$ cat config.mk
export PLATFORM = sky130hd
export DESIGN_NAME = debug_port_mux
export DESIGN_NICKNAME = d
export VERILOG_FILES = /design/src/mem_subsys_pkg.sv /design/src/debug_port_mux.sv
export VERILOG_INCLUDE_DIRS = /design/src
export SDC_FILE = /design/constraint.sdc
export NUM_CORES = 1
export LEC_CHECK = 0
export ABC_CLOCK_PERIOD_IN_PS = 2200
export BUFFER_PORTS_ARGS = -buffer_cell sky130_fd_sc_hd__buf_4
export CORE_AREA = 2 2 101 103
export CTS_CLUSTER_DIAMETER = 120
export CTS_CLUSTER_SIZE = 10
export DETAILED_ROUTE_END_ITERATION = 12
export DIE_AREA = 0 0 103 105
export PLACE_DENSITY = 0.58
export SETUP_SLACK_MARGIN = 0.5
export SLEW_MARGIN = 25
export SYNTH_ARGS = -nofsm -noshare
export SYNTH_HDL_FRONTEND = slang
export SYNTH_SLANG_ARGS = --single-unit
$ cat constraint.sdc
create_clock -name clk_i -period 2.2 [get_ports clk_i]
set_clock_uncertainty 0.15 [all_clocks]
set_input_delay 0.22 -clock clk_i [delete_from_list [all_inputs] [get_ports clk_i]]
set_output_delay 0.22 -clock clk_i [all_outputs]
set_load 0.05 [all_outputs]
$ cat src/mem_subsys_defs.svh
// widths and bank sizing for the memory subsystem; MS_MEM_WORDS must equal 2**MS_WORD_IDX_W
`ifndef MEM_SUBSYS_DEFS_SVH
`define MEM_SUBSYS_DEFS_SVH

// bus geometry, AXI4-Lite with 32 bit address and data
`define MS_ADDR_W         32
`define MS_DATA_W         32
`define MS_STRB_W         4             // one strobe per byte lane

// bank sizing
`define MS_MEM_WORDS      1024          // words per bank
`define MS_WORD_IDX_W     10            // log2 of the bank depth

// debug address regions, decoded from addr[23:20]
`define MS_REGION_INSTR   4'd0
`define MS_REGION_DATA    4'd1

// read value for a debug access outside both banks
`define MS_UNMAPPED_RDATA 32'hDEADBEEF

`endif

$ cat src/mem_subsys_pkg.sv
// shared bus, memory and debug types; field widths follow the macros in mem_subsys_defs.svh
`include "mem_subsys_defs.svh"

package mem_subsys_pkg;

  // master driven AXI4-Lite fields
  typedef struct packed {
    logic [`MS_ADDR_W-1:0] awaddr;
    logic                  awvalid;
    logic [`MS_DATA_W-1:0] wdata;
    logic [`MS_STRB_W-1:0] wstrb;
    logic                  wvalid;
    logic                  bready;
    logic [`MS_ADDR_W-1:0] araddr;
    logic                  arvalid;
    logic                  rready;
  } axil_req_t;

  // slave driven AXI4-Lite fields
  typedef struct packed {
    logic                  awready;
    logic                  wready;
    logic [1:0]            bresp;     // 0 okay, 2 slverr
    logic                  bvalid;
    logic                  arready;
    logic [`MS_DATA_W-1:0] rdata;
    logic [1:0]            rresp;
    logic                  rvalid;
  } axil_rsp_t;

  // one RAM port access, single cycle
  typedef struct packed {
    logic                      en;
    logic                      we;
    logic [`MS_STRB_W-1:0]     be;        // byte write mask
    logic [`MS_WORD_IDX_W-1:0] word_idx;
    logic [`MS_DATA_W-1:0]     wdata;
  } mem_req_t;

  // debug address, seen as a raw word or as region and word index
  typedef union packed {
    logic [`MS_ADDR_W-1:0] raw;
    struct packed {
      logic [7:0]                unused_hi;
      logic [3:0]                region;    // addr[23:20]
      logic [7:0]                unused_mid;
      logic [`MS_WORD_IDX_W-1:0] word_idx;  // addr[11:2]
      logic [1:0]                byte_off;
    } fields;
  } dbg_addr_u;

  typedef struct packed {
    logic                  req;
    logic                  we;
    dbg_addr_u             addr;
    logic [`MS_DATA_W-1:0] wdata;
  } dbg_req_t;

  typedef struct packed {
    logic                  rvalid;     // one cycle after each request
    logic [`MS_DATA_W-1:0] rdata;
  } dbg_rsp_t;

endpackage

$ cat src/debug_port_mux.sv
// debug access to the two banks by addr[23:20]; no back-pressure, writes to other regions are dropped
`timescale 1ns/1ps
`include "mem_subsys_defs.svh"

module debug_port_mux
  import mem_subsys_pkg::*;
(
  input  logic                  clk_i,
  input  logic                  rst_ni,
  input  dbg_req_t              dbg_req_i,
  output dbg_rsp_t              dbg_rsp_o,
  output mem_req_t              instr_req_o,
  output mem_req_t              data_req_o,
  input  logic [`MS_DATA_W-1:0] instr_rdata_i,
  input  logic [`MS_DATA_W-1:0] data_rdata_i
);

  dbg_addr_u  dbg_addr;
  logic [3:0] region;
  logic       hit_instr, hit_data;
  mem_req_t   bank_req;                    // fields common to both banks
  logic [3:0] region_q;                    // region of last request
  logic       rvalid_q;

  assign dbg_addr  = dbg_req_i.addr;
  assign region    = dbg_addr.fields.region;
  assign hit_instr = dbg_req_i.req && (region == `MS_REGION_INSTR);
  assign hit_data  = dbg_req_i.req && (region == `MS_REGION_DATA);

  always_comb begin
    bank_req          = '0;
    bank_req.we       = dbg_req_i.we;
    bank_req.be       = '1;                // debug writes full words
    bank_req.word_idx = dbg_addr.fields.word_idx;
    bank_req.wdata    = dbg_req_i.wdata;
    instr_req_o       = bank_req;
    instr_req_o.en    = hit_instr;         // only the addressed bank
    data_req_o        = bank_req;
    data_req_o.en     = hit_data;
  end

  always_ff @(posedge clk_i or negedge rst_ni) begin
    if (!rst_ni) begin
      rvalid_q <= 1'b0;
      region_q <= '0;
    end else begin
      rvalid_q <= dbg_req_i.req;           // every access answers next cycle
      region_q <= region;
    end
  end

  // pick the bank that was addressed a cycle ago
  always_comb begin
    dbg_rsp_o.rvalid = rvalid_q;
    case (region_q)
      `MS_REGION_INSTR: dbg_rsp_o.rdata = instr_rdata_i;
      `MS_REGION_DATA:  dbg_rsp_o.rdata = data_rdata_i;
      default:          dbg_rsp_o.rdata = `MS_UNMAPPED_RDATA;
    endcase
  end

endmodule

; After elaboration in Yosys (flattened, before gate mapping)
; Cells that the tools add are included.
[classes]
add_sub_neg = 0
n_mux = 1
n_eq_ne = 2
n_div = 0
n_shift = 0
n_mul = 0
reduce_logical = 4
magnitude_cmp = 0
bitwise_logic = 0
[op_table]
columns = op, count
row1 = one-hot mux 32 bit (2 select lines), 1
row2 = equality test 4 x 1 -> 1 bit (second input constant), 2
row3 = zero test 4 bit, 2
row4 = logical AND 1 bit, 2
[word_totals]
memories = 0
output_inout_bits = 129
latch_bits = 0
in_bits = 132
wordCells = 9
mem_bits_ro = 0
ram_bits = 0
register_bits = 5

; Depth between registers and ports, before layout
; Gate-level depths: netlist (run 1).
[logic_depth]
depth_word = 2
mapped_depth = 4
depth_no_buf = 2

; Worst setup path after synthesis (run 1)
; OpenSTA, ideal clock, no wires.
[synth_path]
kind = register to output
start = register region_q[1]
end = output port dbg_rsp_o[14] (netlist bit)
n_path_buf = 1
path_stages_with_launch = 4
setup_slack_ns = 0.294
required_ns = 1.830
arrival_time_ns = 1.536
path_cell_list = dfrtp_1 -> or3_1 -> buf_2 -> nor2_1
[synth_lines]
columns = element, line_no
row1 = "start, declared", debug_port_mux.sv:22  ; logic [3:0] region_q;
row2 = "start signal, assigned", debug_port_mux.sv:48  ; region_q <= region;
row3 = "end, declared", debug_port_mux.sv:11  ; output dbg_rsp_t dbg_rsp_o,

==> run_results.csv, run 1 <==
group,metric,value,unit
global_route,grt_usage,6.00,%
power_and_ir_drop,p_leak,1.10,nW
power_and_ir_drop,p_clk_share,24.4,%
power_and_ir_drop,seq_power_share,14.8,%
timing,rsz0062_at_grt,"true",
synthesis,ys.warnings.count,0,
synthesis,synth-seq-area-share,9.08,%
finish,layout_commonest_cell,"buf_4",
floorplanning,num_rows,36,
worst_setup_path,worst_ep_arrival_time,1410,ps
finish,layout_common_cells,"buf_4 (75), mux2i_1 (23), buf_6 (21), buf_8 (12), nand2_2 (10)",
floorplanning,die_x,103,um
worst_setup_path,cp-end-kind,"output pin",
cts,cts_buffers,3,
global_route,grt_max_degree,23,
worst_setup_path,max_stage_delay,460,ps
placement,dpl-instance-area,0.00163,mm^2
floorplanning,die_height,105,um
floorplanning,core_area,0.00964,mm^2
cts,root_buffer,"clkbuf_8",
route,viasPerCell,3.33,
synthesis,synth.area.top_cells,"buf_4 (54%), mux2i_1 (23%), dfrtp_1 (9.1%)",
synthesis,synth_top_area_cell,"buf_4",
finish,area_delta_synth_final,66.6,%
global_route,grt_pass1_vias,1037,
job,maxCapViolCount,0,
route,wl,4680,um
power_and_ir_drop,p_sw_share,37.2,%
global_route,grt_overflow,0,
synthesis,synth_area_per_cell,7.70,um^2
placement,io_buffers,105,
power_and_ir_drop,power_frac_comb,60.8,%
finish,nNetsFinal,342,
power_and_ir_drop,p_switching,0.257,mW
finish,design_area,0.00229,mm^2
cts,path_clk_slew,40,ps
outcome,status,"finished clean",
route,drtIter0Drc,8,
route,post_drt_wl_per_cell,13.7,um
placement,gp_congestion,0.664,
cts,clock_sinks,5,
route,vias,1138,
timing,min_period_over_period,80.8,%
floorplanning,initial_core_util,14.3,%
floorplanning,die-area,0.0108,mm^2
synthesis,synth_cell_types,12,
finish,n_antenna_cell,0,
global_route,grt_pass1_wl,5110,um
synthesis,syn_inst,179,
worst_setup_path,slowest_stage,"or3_4",
timing,setup_viol,0,
power_and_ir_drop,p_int,0.433,mW
synthesis,ys_ff_latch,5,
finish,seq_area,126,um^2
floorplanning,io_pins,261,
power_and_ir_drop,peakVddDrop,293,uV
cts,cts_tree,"built",
worst_setup_path,crit_fanout,8,
timing,final_max_slew_viol_count,0,
worst_setup_path,start_kind,"flop",
finish,fillCellCount,1063,
worst_setup_path,path_class,"flop to output pin",
finish,layout-drive-gt1-share,74.2,%
timing,fin_crit,1780,ps
route,firstDrtPassIters,2,
timing,finalHoldViolCount,0,
route,ant_nets,0,
global_route,antenna_found_initial,0,
power_and_ir_drop,cellPowerDensity,301,mW/mm^2
synthesis,synth_area,0.00138,mm^2
route,drc,0,
synthesis,synth_top_area_share,54.5,%
worst_setup_path,cp_cell_sequence,"or3_4, nor2_1, buf_6",
timing,tns,0,ps
placement,hpwl,3030,um
worst_setup_path,cp.required,1830,ps
cts,cts.htree.levels,1,
finish,multi_input_area,717,um^2
timing,max_freq,563,MHz
cts,clock_path_buffers,2,
hold_path,hold_class,"input pin to async pin",
-- metrics by stage --
stage | util (%) | setup slack [ps] | hold WS (ps) | cells | power (mW)
2_1_floorplan | - | 294 | -226 | 186 | 0.700
3_3_place_gp | 16.9 | 558 | -128 | 323 | 0.403
3_5_place_dp | 16.9 | 528 | -127 | 323 | 0.407
4_1_cts | 18.6 | 409 | 178 | 334 | 0.599
5_1_grt | 23.8 | 365 | 181 | 342 | 0.735
6_report | 23.8 | 423 | 190 | 342 | 0.690
-- sequential cells by signal (all words and copies together) (netlist names) --
name,cells
region_q,4
rvalid_q,1
-- power groups by stage --
stage	Sequential (mW)	Combinational [mW]	Clock, mW
after floorplan	0.100	0.600	0
after global placement	0.102	0.301	0
after detailed placement	0.102	0.305	0
after CTS	0.102	0.322	0.176
after global routing	0.103	0.444	0.188
final	0.102	0.419	0.169
-- synthesized netlist by cell type --
| library cell | count |
|---|---|
| nand2_1 | 24 |
| conb_1 | 1 |
| nor4b_1 | 1 |
| buf_2 | 4 |
| buf_4 | 100 |
| dfrtp_1 | 5 |
| mux2i_1 | 32 |
| nand2b_1 | 1 |
| nor2_1 | 8 |
| nor4_1 | 1 |
| nor3_2 | 1 |
| or3_1 | 1 |
-- per-layer routing --
| layer | routed length [um] | GRT usage (%) | up-vias |
|---|---|---|---|
| li1 | - | - | 526 |
| met5 | 0 | 0 | - |
| met3 | 458 | 1.34 | 31 |
| met1 | 1490 | 5.71 | 501 |
| met2 | 2550 | 10.8 | 80 |
| met4 | 176 | 4.61 | 0 |
-- cell type report --
cell class | instances | share of cell area [%]
Timing Repair Buffer | 123 | 54.0
Clock buffer | 4 | 1.96
Tap cell | 133 | 7.25
Sequential cell | 5 | 5.51
Multi-Input combinational cell | 77 | 31.2
-- worst max-delay path: cells and delay by family, from the launching register on --
kind                   cells  cell delay, ps
buffers and inverters      1             180
flip-flops                 1             390
AND/OR/NAND/NOR            2             620
-- repair_timing --
item,in CTS,in global routing
pin swaps,1,3
endpoints found under the hold margin,10,0
cloned,0,6
gates resized for setup,14,84
setup endpoints to repair,31,31
setup buffers,1,2
hold buffers,6,0
-- worst paths after layout --
| path | from | to | slack [ps] | depth (start not counted) |
|---|---|---|---|---|
| setup / recovery | region_q[1] | dbg_rsp_o[20] | 420 | 3 |
| hold / removal | rst_ni | rvalid_q | 190 | 2 |
| max in group asynchronous | rst_ni | region_q[0] | 1590 | 2 |
| min in group clk_i | dbg_req_i[8] | data_req_o[8] | 290 | 0 |
-- cell families after synthesis --
family                 count (synthesis)  share of synthesized area [%]
buffers and inverters                104                           55.9
and+or+nand+nor                       37                           11.4
muxes                                 32                           23.3
DFF                                    5                           9.08
other                                  1                          0.272
Note: power is estimated with default switching activity, not from simulation.
==> run 2, diff against run 1 <==
ABC_AREA = 1   (was unset)
ABC_CLOCK_PERIOD_IN_PS = 1780   (was 2200)
CORE_AREA = 2 2 102 104   (was 2 2 101 103)
DIE_AREA = 0 0 104 106   (was 0 0 103 105)
PLACE_DENSITY = 0.6   (was 0.58)
clock period = 1.78 ns   (was 2.2 ns; I/O delays follow)
==> run_results.csv, run 2 <==
group,metric,value,unit
timing,hold_ws,142,ps
cts,clock_path_buffers,2,
global_route,grt.met1_usage,9.28,%
finish,layout_commonest_cell,"buf_4",
power_and_ir_drop,peakVddDrop,376,uV
power_and_ir_drop,p_leak,1.38,nW
placement,io_buffers,105,
global_route,grt_usage,8.61,%
synthesis,synth_cell_types,12,
synthesis,synth_edf_count,0,
floorplanning,die_x,104,um
cts,clock_sinks,5,
cts,path_clk_slew,40,ps
timing,final_max_slew_viol_count,0,
floorplanning,core_area,0.0100,mm^2
finish,regMostFlops,"region_q",
synthesis,ys.warnings.count,0,
global_route,met2_usage,15.8,%
finish,layout_common_cells,"buf_4 (75), inv_1 (63), nand3_1 (39), nand2_1 (26), buf_6 (23)",
timing,finalHoldViolCount,0,
timing,setup_viol,0,
worst_setup_path,path_class,"flop to output pin",
worst_setup_path,worst_ep_arrival_time,1430,ps
synthesis,synth_top_area_cell,"buf_4",
route,post_drt_wl_per_cell,11.7,um
worst_setup_path,start_kind,"flop",
worst_setup_path,cp.required,1450,ps
route,vias,1679,
route,ant_nets,0,
global_route,grt_pass1_vias,1643,
synthesis,ys_ff_latch,5,
finish,layout-drive-gt1-share,53.9,%
finish,largest_reg_flops,4,
synthesis,async_flop_share,100,%
synthesis,synth_common_cells,"buf_4 (100), inv_1 (68), nand3_1 (62)",
synthesis,synth_top_area_share,45.1,%
finish,utilization,26.9,%
power_and_ir_drop,finalPower,0.886,mW
floorplanning,num_rows,37,
placement,hpwl,3540,um
cts,cts.htree.levels,1,
finish,area_delta_synth_final,61.5,%
synthesis,synthFlopType,"dfrtp_1",
cts,root_buffer,"clkbuf_8",
finish,n_antenna_cell,0,
timing,min_period_over_period,98.7,%
route,firstDrtPassIters,4,
synthesis,synth.most_common_cell,"buf_4",
floorplanning,die_height,106,um
route,drtIter0Drc,40,
floorplanning,die-area,0.0110,mm^2
outcome,status,"finished clean",
floorplanning,io_pins,261,
synthesis,syn_inst,288,
finish,seq_area,128,um^2
job,maxCapViolCount,0,
finish,fillCellCount,1095,
route,wl,5290,um
global_route,antenna_found_initial,0,
global_route,grt.met3_usage,2.33,%
floorplanning,initial_core_util,16.6,%
global_route,grt_max_degree,18,
timing,fin_crit,1760,ps
synthesis,synth_area,0.00166,mm^2
timing,rsz0062_at_grt,"true",
finish,multi_input_area,773,um^2
global_route,grt_pass1_wl,7820,um
finish,nNetsFinal,450,
cts,cts_tree,"built",
placement,gp_congestion,0.702,
route,drc,0,
power_and_ir_drop,cellPowerDensity,330,mW/mm^2
global_route,grt_overflow,0,
global_route,busiest_layer,"met2",
synthesis,synth_area_per_cell,5.77,um^2
synthesis,synth.area.top_cells,"buf_4 (45%), nand3_1 (19%), inv_1 (15%)",
finish,top_regs,"region_q: 4 flops, rvalid_q: 1 flops",
synthesis,synth-seq-area-share,7.52,%
timing,max_freq,569,MHz
cts,cts_buffers,3,
route,viasPerCell,3.71,
hold_path,hold_class,"input pin to async pin",
worst_setup_path,crit_fanout,13,
worst_setup_path,cp-end-kind,"output pin",
[run 2: cells by family after synthesis]
group | synth area share, %
and+or+nand+nor | 28.8
other | 0.226
buffers and inverters | 63.4
DFF | 7.52
[run 2: final cells by class]
type / instances / area share, %
tap: 136 / 6.34
timing repair buffer: 127 / 48.8
sequential: 5 / 4.75
clock buffer: 4 / 1.68
inverter: 69 / 9.65
multi-input combinational: 112 / 28.8
[run 2: final timing paths]
kind | slack [ps] | end | startpoint
min in group clk_i | 210 | data_req_o[38] | dbg_req_i[40]
min | 140 | region_q[3] | rst_ni
max in group asynchronous | 1220 | region_q[0] | rst_ni
max | 20 | dbg_rsp_o[22] | region_q[2]
[run 2: timing repair]
item | 4_1_cts | 5_1_grt
gates cloned | 4 | 2
hold endpoints to repair | 10 | 0
hold buffers | 6 | 0
gates resized for setup | 52 | 49
pin swaps | 3 | 8
setup endpoints to repair | 34 | 34
buffers inserted | 4 | 0
[run 2: power by group]
group	total (mW)	switching [mW]	internal, mW
Combinational	0.548	0.292	0.256
Sequential	0.128	0.00711	0.121
Clock	0.210	0.0565	0.154
[run 2: worst max-delay path, cell delays in order, from the launching register on]
cell     delay [ps]
dfrtp_1         400
nor2_4          160
buf_12          160
buf_12          140
nand3_1         120
nand2_4          90
buf_8           140
[run 2: per-layer routing]
| metal | vias up | share of wire, % |
|---|---|---|
| met5 | - | 0 |
| met4 | 0 | 3.0 |
| met3 | 32 | 8.6 |
| met2 | 89 | 52 |
| met1 | 750 | 36 |
| li1 | 808 | - |
[run 2: metrics by stage]
step	setup slack, ps	instances	area, um^2	setup TNS (ps)
2_1_floorplan	389	295	1750	0
3_3_place_gp	172	433	2000	0
3_5_place_dp	130	433	2000	0
4_1_cts	19.6	451	2430	0
5_1_grt	-57.7	453	2690	-606
6_report	22.9	453	2690	0
