==> src/mem_subsys_defs.svh <==
// widths and bank sizing for the memory subsystem; MS_MEM_WORDS must equal 2**MS_WORD_IDX_W
`ifndef MEM_SUBSYS_DEFS_SVH
`define MEM_SUBSYS_DEFS_SVH

// bus geometry, AXI4-Lite with 32 bit address and data
`define MS_ADDR_W         32
`define MS_DATA_W         32
`define MS_STRB_W         4             // one strobe per byte lane

// bank sizing
`define MS_MEM_WORDS      1024          // words per bank
`define MS_WORD_IDX_W     10            // log2 of the bank depth

// debug address regions, decoded from addr[23:20]
`define MS_REGION_INSTR   4'd0
`define MS_REGION_DATA    4'd1

// read value for a debug access outside both banks
`define MS_UNMAPPED_RDATA 32'hDEADBEEF

`endif

==> src/mem_subsys_pkg.sv <==
// shared bus, memory and debug types; field widths follow the macros in mem_subsys_defs.svh
`include "mem_subsys_defs.svh"

package mem_subsys_pkg;

  // master driven AXI4-Lite fields
  typedef struct packed {
    logic [`MS_ADDR_W-1:0] awaddr;
    logic                  awvalid;
    logic [`MS_DATA_W-1:0] wdata;
    logic [`MS_STRB_W-1:0] wstrb;
    logic                  wvalid;
    logic                  bready;
    logic [`MS_ADDR_W-1:0] araddr;
    logic                  arvalid;
    logic                  rready;
  } axil_req_t;

  // slave driven AXI4-Lite fields
  typedef struct packed {
    logic                  awready;
    logic                  wready;
    logic [1:0]            bresp;     // 0 okay, 2 slverr
    logic                  bvalid;
    logic                  arready;
    logic [`MS_DATA_W-1:0] rdata;
    logic [1:0]            rresp;
    logic                  rvalid;
  } axil_rsp_t;

  // one RAM port access, single cycle
  typedef struct packed {
    logic                      en;
    logic                      we;
    logic [`MS_STRB_W-1:0]     be;        // byte write mask
    logic [`MS_WORD_IDX_W-1:0] word_idx;
    logic [`MS_DATA_W-1:0]     wdata;
  } mem_req_t;

  // debug address, seen as a raw word or as region and word index
  typedef union packed {
    logic [`MS_ADDR_W-1:0] raw;
    struct packed {
      logic [7:0]                unused_hi;
      logic [3:0]                region;    // addr[23:20]
      logic [7:0]                unused_mid;
      logic [`MS_WORD_IDX_W-1:0] word_idx;  // addr[11:2]
      logic [1:0]                byte_off;
    } fields;
  } dbg_addr_u;

  typedef struct packed {
    logic                  req;
    logic                  we;
    dbg_addr_u             addr;
    logic [`MS_DATA_W-1:0] wdata;
  } dbg_req_t;

  typedef struct packed {
    logic                  rvalid;     // one cycle after each request
    logic [`MS_DATA_W-1:0] rdata;
  } dbg_rsp_t;

endpackage

==> src/axil_mem_bridge.sv <==
// AXI4-Lite slave to RAM port; one transaction at a time, write wins over read, out of range is SLVERR
`timescale 1ns/1ps
`include "mem_subsys_defs.svh"

module axil_mem_bridge
  import mem_subsys_pkg::*;
(
  input  logic                  clk_i,
  input  logic                  rst_ni,
  input  axil_req_t             axi_req_i,
  output axil_rsp_t             axi_rsp_o,
  output mem_req_t              mem_req_o,
  input  logic [`MS_DATA_W-1:0] mem_rdata_i
);

  localparam logic [1:0] RespOkay   = 2'b00;
  localparam logic [1:0] RespSlverr = 2'b10;

  typedef enum logic [1:0] {
    ST_IDLE,                              // waiting for aw+w or ar
    ST_WRESP,                             // bvalid up, waiting for bready
    ST_RWAIT,                             // RAM read in flight
    ST_RRESP                              // rvalid up, waiting for rready
  } state_e;

  state_e                state_q, state_d;
  logic                  wr_go;           // write accepted this cycle
  logic                  rd_go;           // read accepted this cycle
  logic [`MS_ADDR_W-1:0] acc_addr;        // address of the accepted access
  logic                  in_range;
  logic [1:0]            resp_q;          // shared by b and r channels
  logic [`MS_DATA_W-1:0] rdata_q;         // holds rdata under back-pressure

  // accept only from idle, write needs both aw and w
  assign wr_go    = (state_q == ST_IDLE) && axi_req_i.awvalid && axi_req_i.wvalid;
  assign rd_go    = (state_q == ST_IDLE) && !wr_go && axi_req_i.arvalid;
  assign acc_addr = wr_go ? axi_req_i.awaddr : axi_req_i.araddr;
  assign in_range = (acc_addr >> 2) < `MS_ADDR_W'(`MS_MEM_WORDS);

  // RAM request, suppressed for out of range addresses
  always_comb begin
    mem_req_o          = '0;
    mem_req_o.en       = (wr_go || rd_go) && in_range;
    mem_req_o.we       = wr_go;
    mem_req_o.be       = wr_go ? axi_req_i.wstrb : '0;
    mem_req_o.word_idx = acc_addr[`MS_WORD_IDX_W+1:2];
    mem_req_o.wdata    = axi_req_i.wdata;
  end

  // response channels come straight from state and holding regs
  always_comb begin
    axi_rsp_o         = '0;
    axi_rsp_o.awready = wr_go;             // aw and w taken together
    axi_rsp_o.wready  = wr_go;
    axi_rsp_o.arready = rd_go;
    axi_rsp_o.bvalid  = (state_q == ST_WRESP);
    axi_rsp_o.bresp   = resp_q;
    axi_rsp_o.rvalid  = (state_q == ST_RRESP);
    axi_rsp_o.rdata   = rdata_q;
    axi_rsp_o.rresp   = resp_q;
  end

  always_comb begin
    state_d = state_q;
    unique case (state_q)
      ST_IDLE: begin
        if (wr_go) begin
          state_d = ST_WRESP;             // RAM written at this edge
        end else if (rd_go) begin
          state_d = ST_RWAIT;
        end
      end
      ST_WRESP: begin
        if (axi_req_i.bready) begin
          state_d = ST_IDLE;
        end
      end
      ST_RWAIT: begin
        state_d = ST_RRESP;               // RAM output valid now
      end
      ST_RRESP: begin
        if (axi_req_i.rready) begin
          state_d = ST_IDLE;
        end
      end
      default: state_d = ST_IDLE;
    endcase
  end

  always_ff @(posedge clk_i or negedge rst_ni) begin
    if (!rst_ni) begin
      state_q <= ST_IDLE;
    end else begin
      state_q <= state_d;
    end
  end

  // response payload, captured once per transaction
  always_ff @(posedge clk_i) begin
    if (wr_go || rd_go) begin
      resp_q <= in_range ? RespOkay : RespSlverr;
    end
    if (state_q == ST_RWAIT) begin
      rdata_q <= (resp_q == RespOkay) ? mem_rdata_i : '0;  // zero on slverr
    end
  end

endmodule

==> config.mk <==
export PLATFORM = sky130hd
export DESIGN_NAME = axil_mem_bridge
export DESIGN_NICKNAME = d
export VERILOG_FILES = /design/src/mem_subsys_pkg.sv /design/src/axil_mem_bridge.sv
export VERILOG_INCLUDE_DIRS = /design/src
export SDC_FILE = /design/constraint.sdc
export NUM_CORES = 1
export LEC_CHECK = 0
export BUFFER_PORTS_ARGS = -buffer_cell sky130_fd_sc_hd__clkbuf_2
export CAP_MARGIN = 20
export CORE_MARGIN = 10
export CORE_UTILIZATION = 33
export CTS_CLUSTER_DIAMETER = 120
export DETAILED_ROUTE_END_ITERATION = 16
export PLACE_DENSITY = 0.86
export SLEW_MARGIN = 0
export SYNTH_ARGS = -nofsm -noshare
export SYNTH_HDL_FRONTEND = slang
export SYNTH_SLANG_ARGS = --single-unit
export TNS_END_PERCENT = 30
==> constraint.sdc <==
create_clock -name clk_i -period 2.63 [get_ports clk_i]
set_clock_uncertainty 0.05 [all_clocks]
set_input_delay 0.526 -clock clk_i [delete_from_list [all_inputs] [get_ports clk_i]]
set_output_delay 0.526 -clock clk_i [all_outputs]
set_load 0.01 [all_outputs]
-- After elaboration in Yosys (flattened, before gate mapping)
Cells that the tools add are included.
- register bits: 36
- bits of input ports: 139
- output and inout bits: 89
- word-level logic and storage cells: 28
- order comparisons: 1
- equal/unequal tests: 6
- muxes and demuxes: 8
- reduce and logical (&&, ||, !) cells: 10
- operators by type and width (operator ; count):
    $mux 32 ; 1
    $lt 30x11->1 const B ; 1
    $mux 2 ; 5
    $pmux 2 s4 ; 1
    $logic_and 1x1->1 ; 5
    $eq 2x2->1 const B ; 2
    $logic_not 2->1 ; 2
    $mux 4 ; 1
    $ne 2x2->1 const B ; 2
    $ne 3x3->1 const B ; 1
    $reduce_and 3->1 ; 1
    $eq 2x1->1 const B ; 1
    $logic_not 1->1 ; 1
    $logic_or 1x1->1 ; 1

-- Depth between registers and ports, before layout
Gate-level depths: netlist of run 1.
- word-level depth: 9
- depth in mapped cells: 6
- gate-level depth less buffers: 4

-- Least setup slack after synthesis of run 1
Ideal clock, no wire load.
- path type: register to register
- start: register state_q[0]
- end: register rdata_q[0], enable pin
- library setup time: 0.424 ns
- arrival: 1.928 ns
- data required time: 2.156 ns
- path slack: 0.227 ns
- stages on the path, launching flop included: 3
- buffers on the path: 1
- clock period less this slack: 2.403 ns
- path through: dfrtp_1 > buf_6 > nor2b_1
- cells in the longest elaborated chain, start to end: 1
- RTL lines (item ; line ; source):
    from (decl) ; axil_mem_bridge.sv:26 ; state_e state_q, state_d;
    from (signal assigned) ; axil_mem_bridge.sv:94 ; state_q <= state_d;
    $eq 2x2->1 ; axil_mem_bridge.sv:103 ; if (state_q == ST_RWAIT) begin
    to (signal assigned) ; axil_mem_bridge.sv:104 ; rdata_q <= (resp_q == RespOkay) ? mem_rdata_i : '0;
    to (decl) ; axil_mem_bridge.sv:32 ; logic [`MS_DATA_W-1:0] rdata_q;
No other way between the ends.
A chain may end at the register's enable or synchronous reset.

==> metrics.txt, run 1 <==
cells after synthesis=157; Largest delay share family, worst path=flip-flops; Avg Vias per Cell=between 4 and 5; grt met2 use=23.08%; Ports=between 200 and 250; floorplan die height=95.79 um; WP data arrival=1.89 ns; M3 GR Usage=6.537%; Crit Path Class=reg2out; crit path max fanout=17; Reg clk slew, reported paths=approximately 0.070 ns; run status=finished clean; main combinational cell family by area after synthesis=simple AND/OR/NAND/NOR gates; CTS H-tree lvls=2; remaining global-route overflow=0; CTS tree=built; Final Slew Violations=0; Final nets=roughly 420; PD cells=771.8 mW/mm^2; slowest stage delay, CP=0.48 ns; setup TNS=0 ns; static leakage=approximately 1.2 nW; Slowest cell on crit path=dfrtp_1; antenna-violating nets left=0; min cycle time layout=2.470 ns; wire per inst=between 15 and 20 um; CP Data Required Time=between 2 and 2.5 ns; antenna violations before repair=0; most frequent cells in the layout=clkbuf_2, nor2b_1, edfxtp_1; most used routing layer=met2; unrepaired setup endpoints after global routing=false; Synth-to-Final Area Change=37.95%; n_diodes=0; DR iter-0 viols=41; fmax=roughly 400 MHz; GR Util All Layers=13.09%; routed via count=1583; post-synthesis xor/xnor area fraction=0%; # DRC=0; first-pass GRT wire length=9.149 mm; Finished Cell Area=0.002615 mm^2; routed wire length=6.537 mm; Tcrit/Tclk final=93.90%; drt first pass iters=4; commonest non-fill, non-tap cell in the layout=clkbuf_2; Post-Synth Adder-Cell Area=0%; DP Wirelength=between 5 and 6 mm; syn_area_per_cell=roughly 12 um^2; clock sinks=35; crit-path cells=nor4bb_4 > buf_4 > mux2_2 > clkbuf_2; final setup vio count=0; CORE AREA=0.005540 mm^2; share of the synthesized area in the top cell type=between 50% and 60%; final hold violation count=0; largest net degree at the start of global routing=33; Post-DP Area=0.002492 mm^2; Site Rows=27; cell taking the most area after synthesis=edfxtp_1; Starting Density=34.21%; Max Root-Sink Buffers=2; Root Driver=clkbuf_8; YS warnings=0; sequential fraction of the synthesis area=54.92%; peak supply drop=0.4291 mV; I/O Buffers=157; Area contributors post-synth=edfxtp_1, buf_4, nor2b_1; fraction of layout cells with a size suffix above 1=64.31%; routability cong.=~0.83; vias in the first global route=1696; Mapped Area=0.001896 mm^2; Num CTS Buffers=5; count of cell types in the netlist=20; Post-CTS Setup Repair Bufs=0; die area=~0.0092 mm^2; simple-gate share of the synthesized area=19.67%; Synth Area in Compound Gates=1.254%; hold crit path type=in2reg; #FFs+latches synth=35; post-synthesis mux area share=6.535%; Max-Cap Viols=0; CP bufs+invs=2; CP endpoint kind=primary output; die width=95.79 um; Global Route met1 Usage=12.13%; startpoint types=register; worst skew pair latency=0.28 ns
## metrics by stage
stage / power, mW / std cells / utilization [%] / hold slack, ns / worst slack [ns]
global placement: 1.548 / 346 / 44.99 / 0.2653 / 0.3260
CTS: 2.040 / 355 / 47.20 / 0.4678 / 0.1629
detailed placement: 1.569 / 346 / 44.99 / 0.2680 / 0.3251
global route: 2.126 / 355 / 47.20 / 0.4818 / 0.09740
finish: 2.018 / 355 / 47.20 / 0.4728 / 0.1605
floorplan: 1.286 / 158 / - / 0.1804 / 0.2270
## cell usage after synthesis, drive strengths merged
cell type	n
a21oi	1
and2	5
buf	42
clkbuf	3
conb	1
dfrtp	2
edfxtp	33
mux2	11
nand2	6
nand4	1
nand4b	1
nor2b	35
nor3	2
nor4	10
nor4bb	1
o21ai	2
o22a	1
## registers in the layout, indices dropped and copies added, names as in the netlist
signal   count
state_q      2
resp_q       1
rdata_q     32
## logic make-up after synthesis
group | Yosys count
DFF | 35
other | 1
muxes | 11
buffers and inverters | 45
AOI/OAI and AO/OA | 4
and+or+nand+nor | 61
## power by group
part           switching, mW  internal, mW  total, mW
Clock                  0.192         0.282      0.474
Combinational          0.369         0.271      0.640
Sequential            0.0692         0.835      0.904
Total                  0.630          1.39       2.02
## worst reg2reg max path: stages, from the launching register on
cell and delay, ns:
dfrtp_1 0.48, nor4bb_4 0.36, nand4_1 0.15, o22a_1 0.26
## final timing paths
path                       slack (ns)  cells after the start          from       endpoint
max                              0.16                      4    state_q[1]  mem_req_o[37]
min                              0.47                      3  axi_req_i[1]     state_q[1]
max reg2reg                      1.08                      3    state_q[1]      resp_q[1]
min reg2reg                      0.62                      1    state_q[1]     state_q[0]
max in group asynchronous        1.88                      2        rst_ni     state_q[0]
min in group asynchronous        0.55                      2        rst_ni     state_q[1]
## layer usage
metal  routed length [um]  up-vias
li1                     -      750
met1                 2047      696
met5                    0        -
met2                 3170      108
met3                 1086       29
met4                  233        0
## timing repair
action                                 in CTS  in global routing
setup endpoints to repair                   0                  0
endpoints found under the hold margin       2                  0
hold buffers                                1                  0
resized for setup                           0                  0
## layout make-up
cell class,instances,area [um^2]
repair buffers,162,825.8
flip-flops and latches,35,1041
clock buffers,5,68.82
well taps,72,90.09
multi-input cells,78,545.5
fillers,503,2925
clock inverters,3,43.79
Power figures use the tool's default switching activity.
==> run 2: changes to the inputs <==
==> constraint.sdc (replaced) <==
create_clock -name clk_i -period 2.63 [get_ports clk_i]
set_clock_uncertainty 0.05 [all_clocks]
set_input_delay 0.263 -clock clk_i [delete_from_list [all_inputs] [get_ports clk_i]]
set_output_delay 0.263 -clock clk_i [all_outputs]
set_load 0.01 [all_outputs]
==> run 2 against run 1 <==
Effect of this change: die area stayed put; final cell count is 0.28% lower; highest routed layer unchanged; utilization is 0.14 points lower; clock power hardly changed; design area is 0.29% lower; critical path depth is 2 higher; count of clock-buffer cells in the layout stayed put; worst setup slack better by 0.15 ns; via count is 1.4% higher; non-clock buffer count is 1 lower.
==> metrics.txt, run 2 (same netlist as run 1, synthesis figures left out) <==
worst skew pair latency=0.28 ns (about the same); fmax=431.0 MHz (was 404.9 MHz); die width=95.79 um (unchanged); first-pass GRT wire length=9.528 mm (was 9.149 mm); setup TNS=0 ns (unchanged); worst setup path start=state_q[0] (was state_q[1]); antenna violations before repair=0 (unchanged); Hold WS=0.1980 ns (was 0.4728 ns); antenna-violating nets left=0 (unchanged); Reg clk slew, reported paths=0.07 ns (about the same); WP data arrival=2.01 ns (was 1.89 ns); fill cell count=491 (was 503); Largest delay share family, worst path=simple AND/OR/NAND/NOR gates (was flip-flops); die area=0.009176 mm^2 (unchanged); unrepaired setup endpoints after global routing=false (unchanged); Avg Vias per Cell=4.534 (was 4.459); Tcrit/Tclk final=88.21% (was 93.90%); Root Driver=clkbuf_8 (unchanged); Gates resized, CTS repair=0 (unchanged); Post-DP Area=0.002485 mm^2 (was 0.002492 mm^2); largest net degree at the start of global routing=35 (was 33); DP Wirelength=5.785 mm (was 5.676 mm); crit-path cells=nor4bb_4 > buf_4 > nand4_1 > o22a_1 > nor2b_2 > clkbuf_2 (was nor4bb_4 > buf_4 > mux2_2 > clkbuf_2); Starting Density=34.21% (unchanged); final hold violation count=0 (unchanged); wire per inst=18.95 um (was 18.41 um); CP bufs+invs=2 (unchanged); Largest Register=rdata_q (unchanged); Max-Cap Viols=0 (unchanged); Final Slew Violations=0 (unchanged); crit path max fanout=19 (was 17); hold crit path type=in2reg (unchanged); CP Data Required Time=2.32 ns (was 2.05 ns); static leakage=1.231 nW (was 1.235 nW); floorplan die height=95.79 um (unchanged); Crit Path Class=reg2out (unchanged); hold path start=axi_req_i[1] (unchanged); PD cells=769.1 mW/mm^2 (was 771.8 mW/mm^2); CORE AREA=0.005540 mm^2 (unchanged); routability cong.=0.8176 (was 0.8278); most frequent cells in the layout=clkbuf_2, nor2b_1, edfxtp_1 (unchanged); I/O Buffers=157 (unchanged); Finished Cell Area=0.002608 mm^2 (was 0.002615 mm^2); routed via count=1605 (was 1583); # DRC=0 (unchanged); final setup vio count=0 (unchanged); remaining global-route overflow=0 (unchanged); Multi-input gate area=545.5 um^2 (unchanged); Largest regs=rdata_q: 32 flops, state_q: 2 flops, resp_q: 1 flops (unchanged); peak supply drop=0.3381 mV (was 0.4291 mV); commonest non-fill, non-tap cell in the layout=clkbuf_2 (unchanged); min cycle time layout=2.320 ns (was 2.470 ns); Ports=228 (unchanged); Synth-to-Final Area Change=37.56% (was 37.95%); max reg flops=32 (unchanged); GR Util All Layers=13.70% (was 13.09%); Post-CTS Setup Repair Bufs=0 (unchanged); clock sinks=35 (unchanged); CTS tree=built (unchanged); CP endpoint kind=primary output (unchanged); Num CTS Buffers=5 (unchanged); n_diodes=0 (unchanged); worst r2r src=state_q[0] (was state_q[1]); run status=finished clean (unchanged); fraction of layout cells with a size suffix above 1=64.18% (was 64.31%); vias in the first global route=1763 (was 1696); slowest stage delay, CP=0.49 ns (was 0.48 ns); FF/Latch Area=0.001041 mm^2 (unchanged); DR iter-0 viols=55 (was 41); Site Rows=27 (unchanged); CTS H-tree lvls=2 (unchanged); Slowest cell on crit path=dfrtp_1 (unchanged); Final nets=420 (was 421); Max Root-Sink Buffers=2 (unchanged); routed wire length=6.710 mm (was 6.537 mm); drt first pass iters=4 (unchanged); startpoint types=register (unchanged)
==> run 2: cell types whose count changed in the layout (fill, tap and decap cells not counted) <==
cell / previous run / this run
buf_4: 4 / 3
==> run 2: stage by stage <==
stage | utilization (%) | power [mW] | worst slack, ns | cells
4_1_cts | 47.06 | 2.031 | 0.3211 | 354
3_3_place_gp | 44.85 | 1.534 | 0.6847 | 345
5_1_grt | 47.06 | 2.114 | 0.1768 | 354
6_report | 47.06 | 2.006 | 0.3100 | 354
3_5_place_dp | 44.85 | 1.555 | 0.6431 | 345
2_1_floorplan | - | 1.286 | 0.2270 | 158
==> run 2: path summary, 6_finish.rpt <==
check	to	cells after the start	slack [ns]
min in group asynchronous	state_q[1]	2	0.28
hold reg to reg	state_q[0]	1	0.62
max in group asynchronous	state_q[0]	2	2.16
hold / removal	state_q[1]	3	0.20
setup / recovery	mem_req_o[47]	6	0.31
setup reg to reg	resp_q[1]	4	0.88
==> run 2: layout make-up <==
cell class,instances,area share [%]
timing repair buffer,161,31.38
multi-input combinational,78,20.92
sequential,35,39.92
tap,72,3.455
clock inverter,3,1.679
clock buffer,5,2.639
==> run 2: where the power goes <==
part	internal, mW	switching (mW)	total [mW]	leakage [nW]
Combinational	0.261	0.353	0.615	0.832
Clock	0.282	0.190	0.472	0.0581
Sequential	0.835	0.0843	0.919	0.341
==> run 2: routing by layer <==
metal | GRT usage (%) | vias up | wire length, um
met5 | 0 | - | 0
met4 | 7.494 | 0 | 274
met3 | 6.615 | 31 | 1012
met2 | 25.06 | 103 | 3374
met1 | 12.08 | 722 | 2049
li1 | - | 749 | -
==> run 2: what timing repair did <==
action | 4_1_cts | 5_1_grt
setup endpoints to repair | 0 | 0
hold buffers | 1 | 0
endpoints found under the hold margin | 2 | 0
==> run 2: worst min-delay path, delay by kind of cell <==
kind | cells | cell delay (ns)
AO/OA/AOI/OAI | 1 | 0.07
buffers and inverters | 1 | 0.09
AND/OR/NAND/NOR | 1 | 0.07
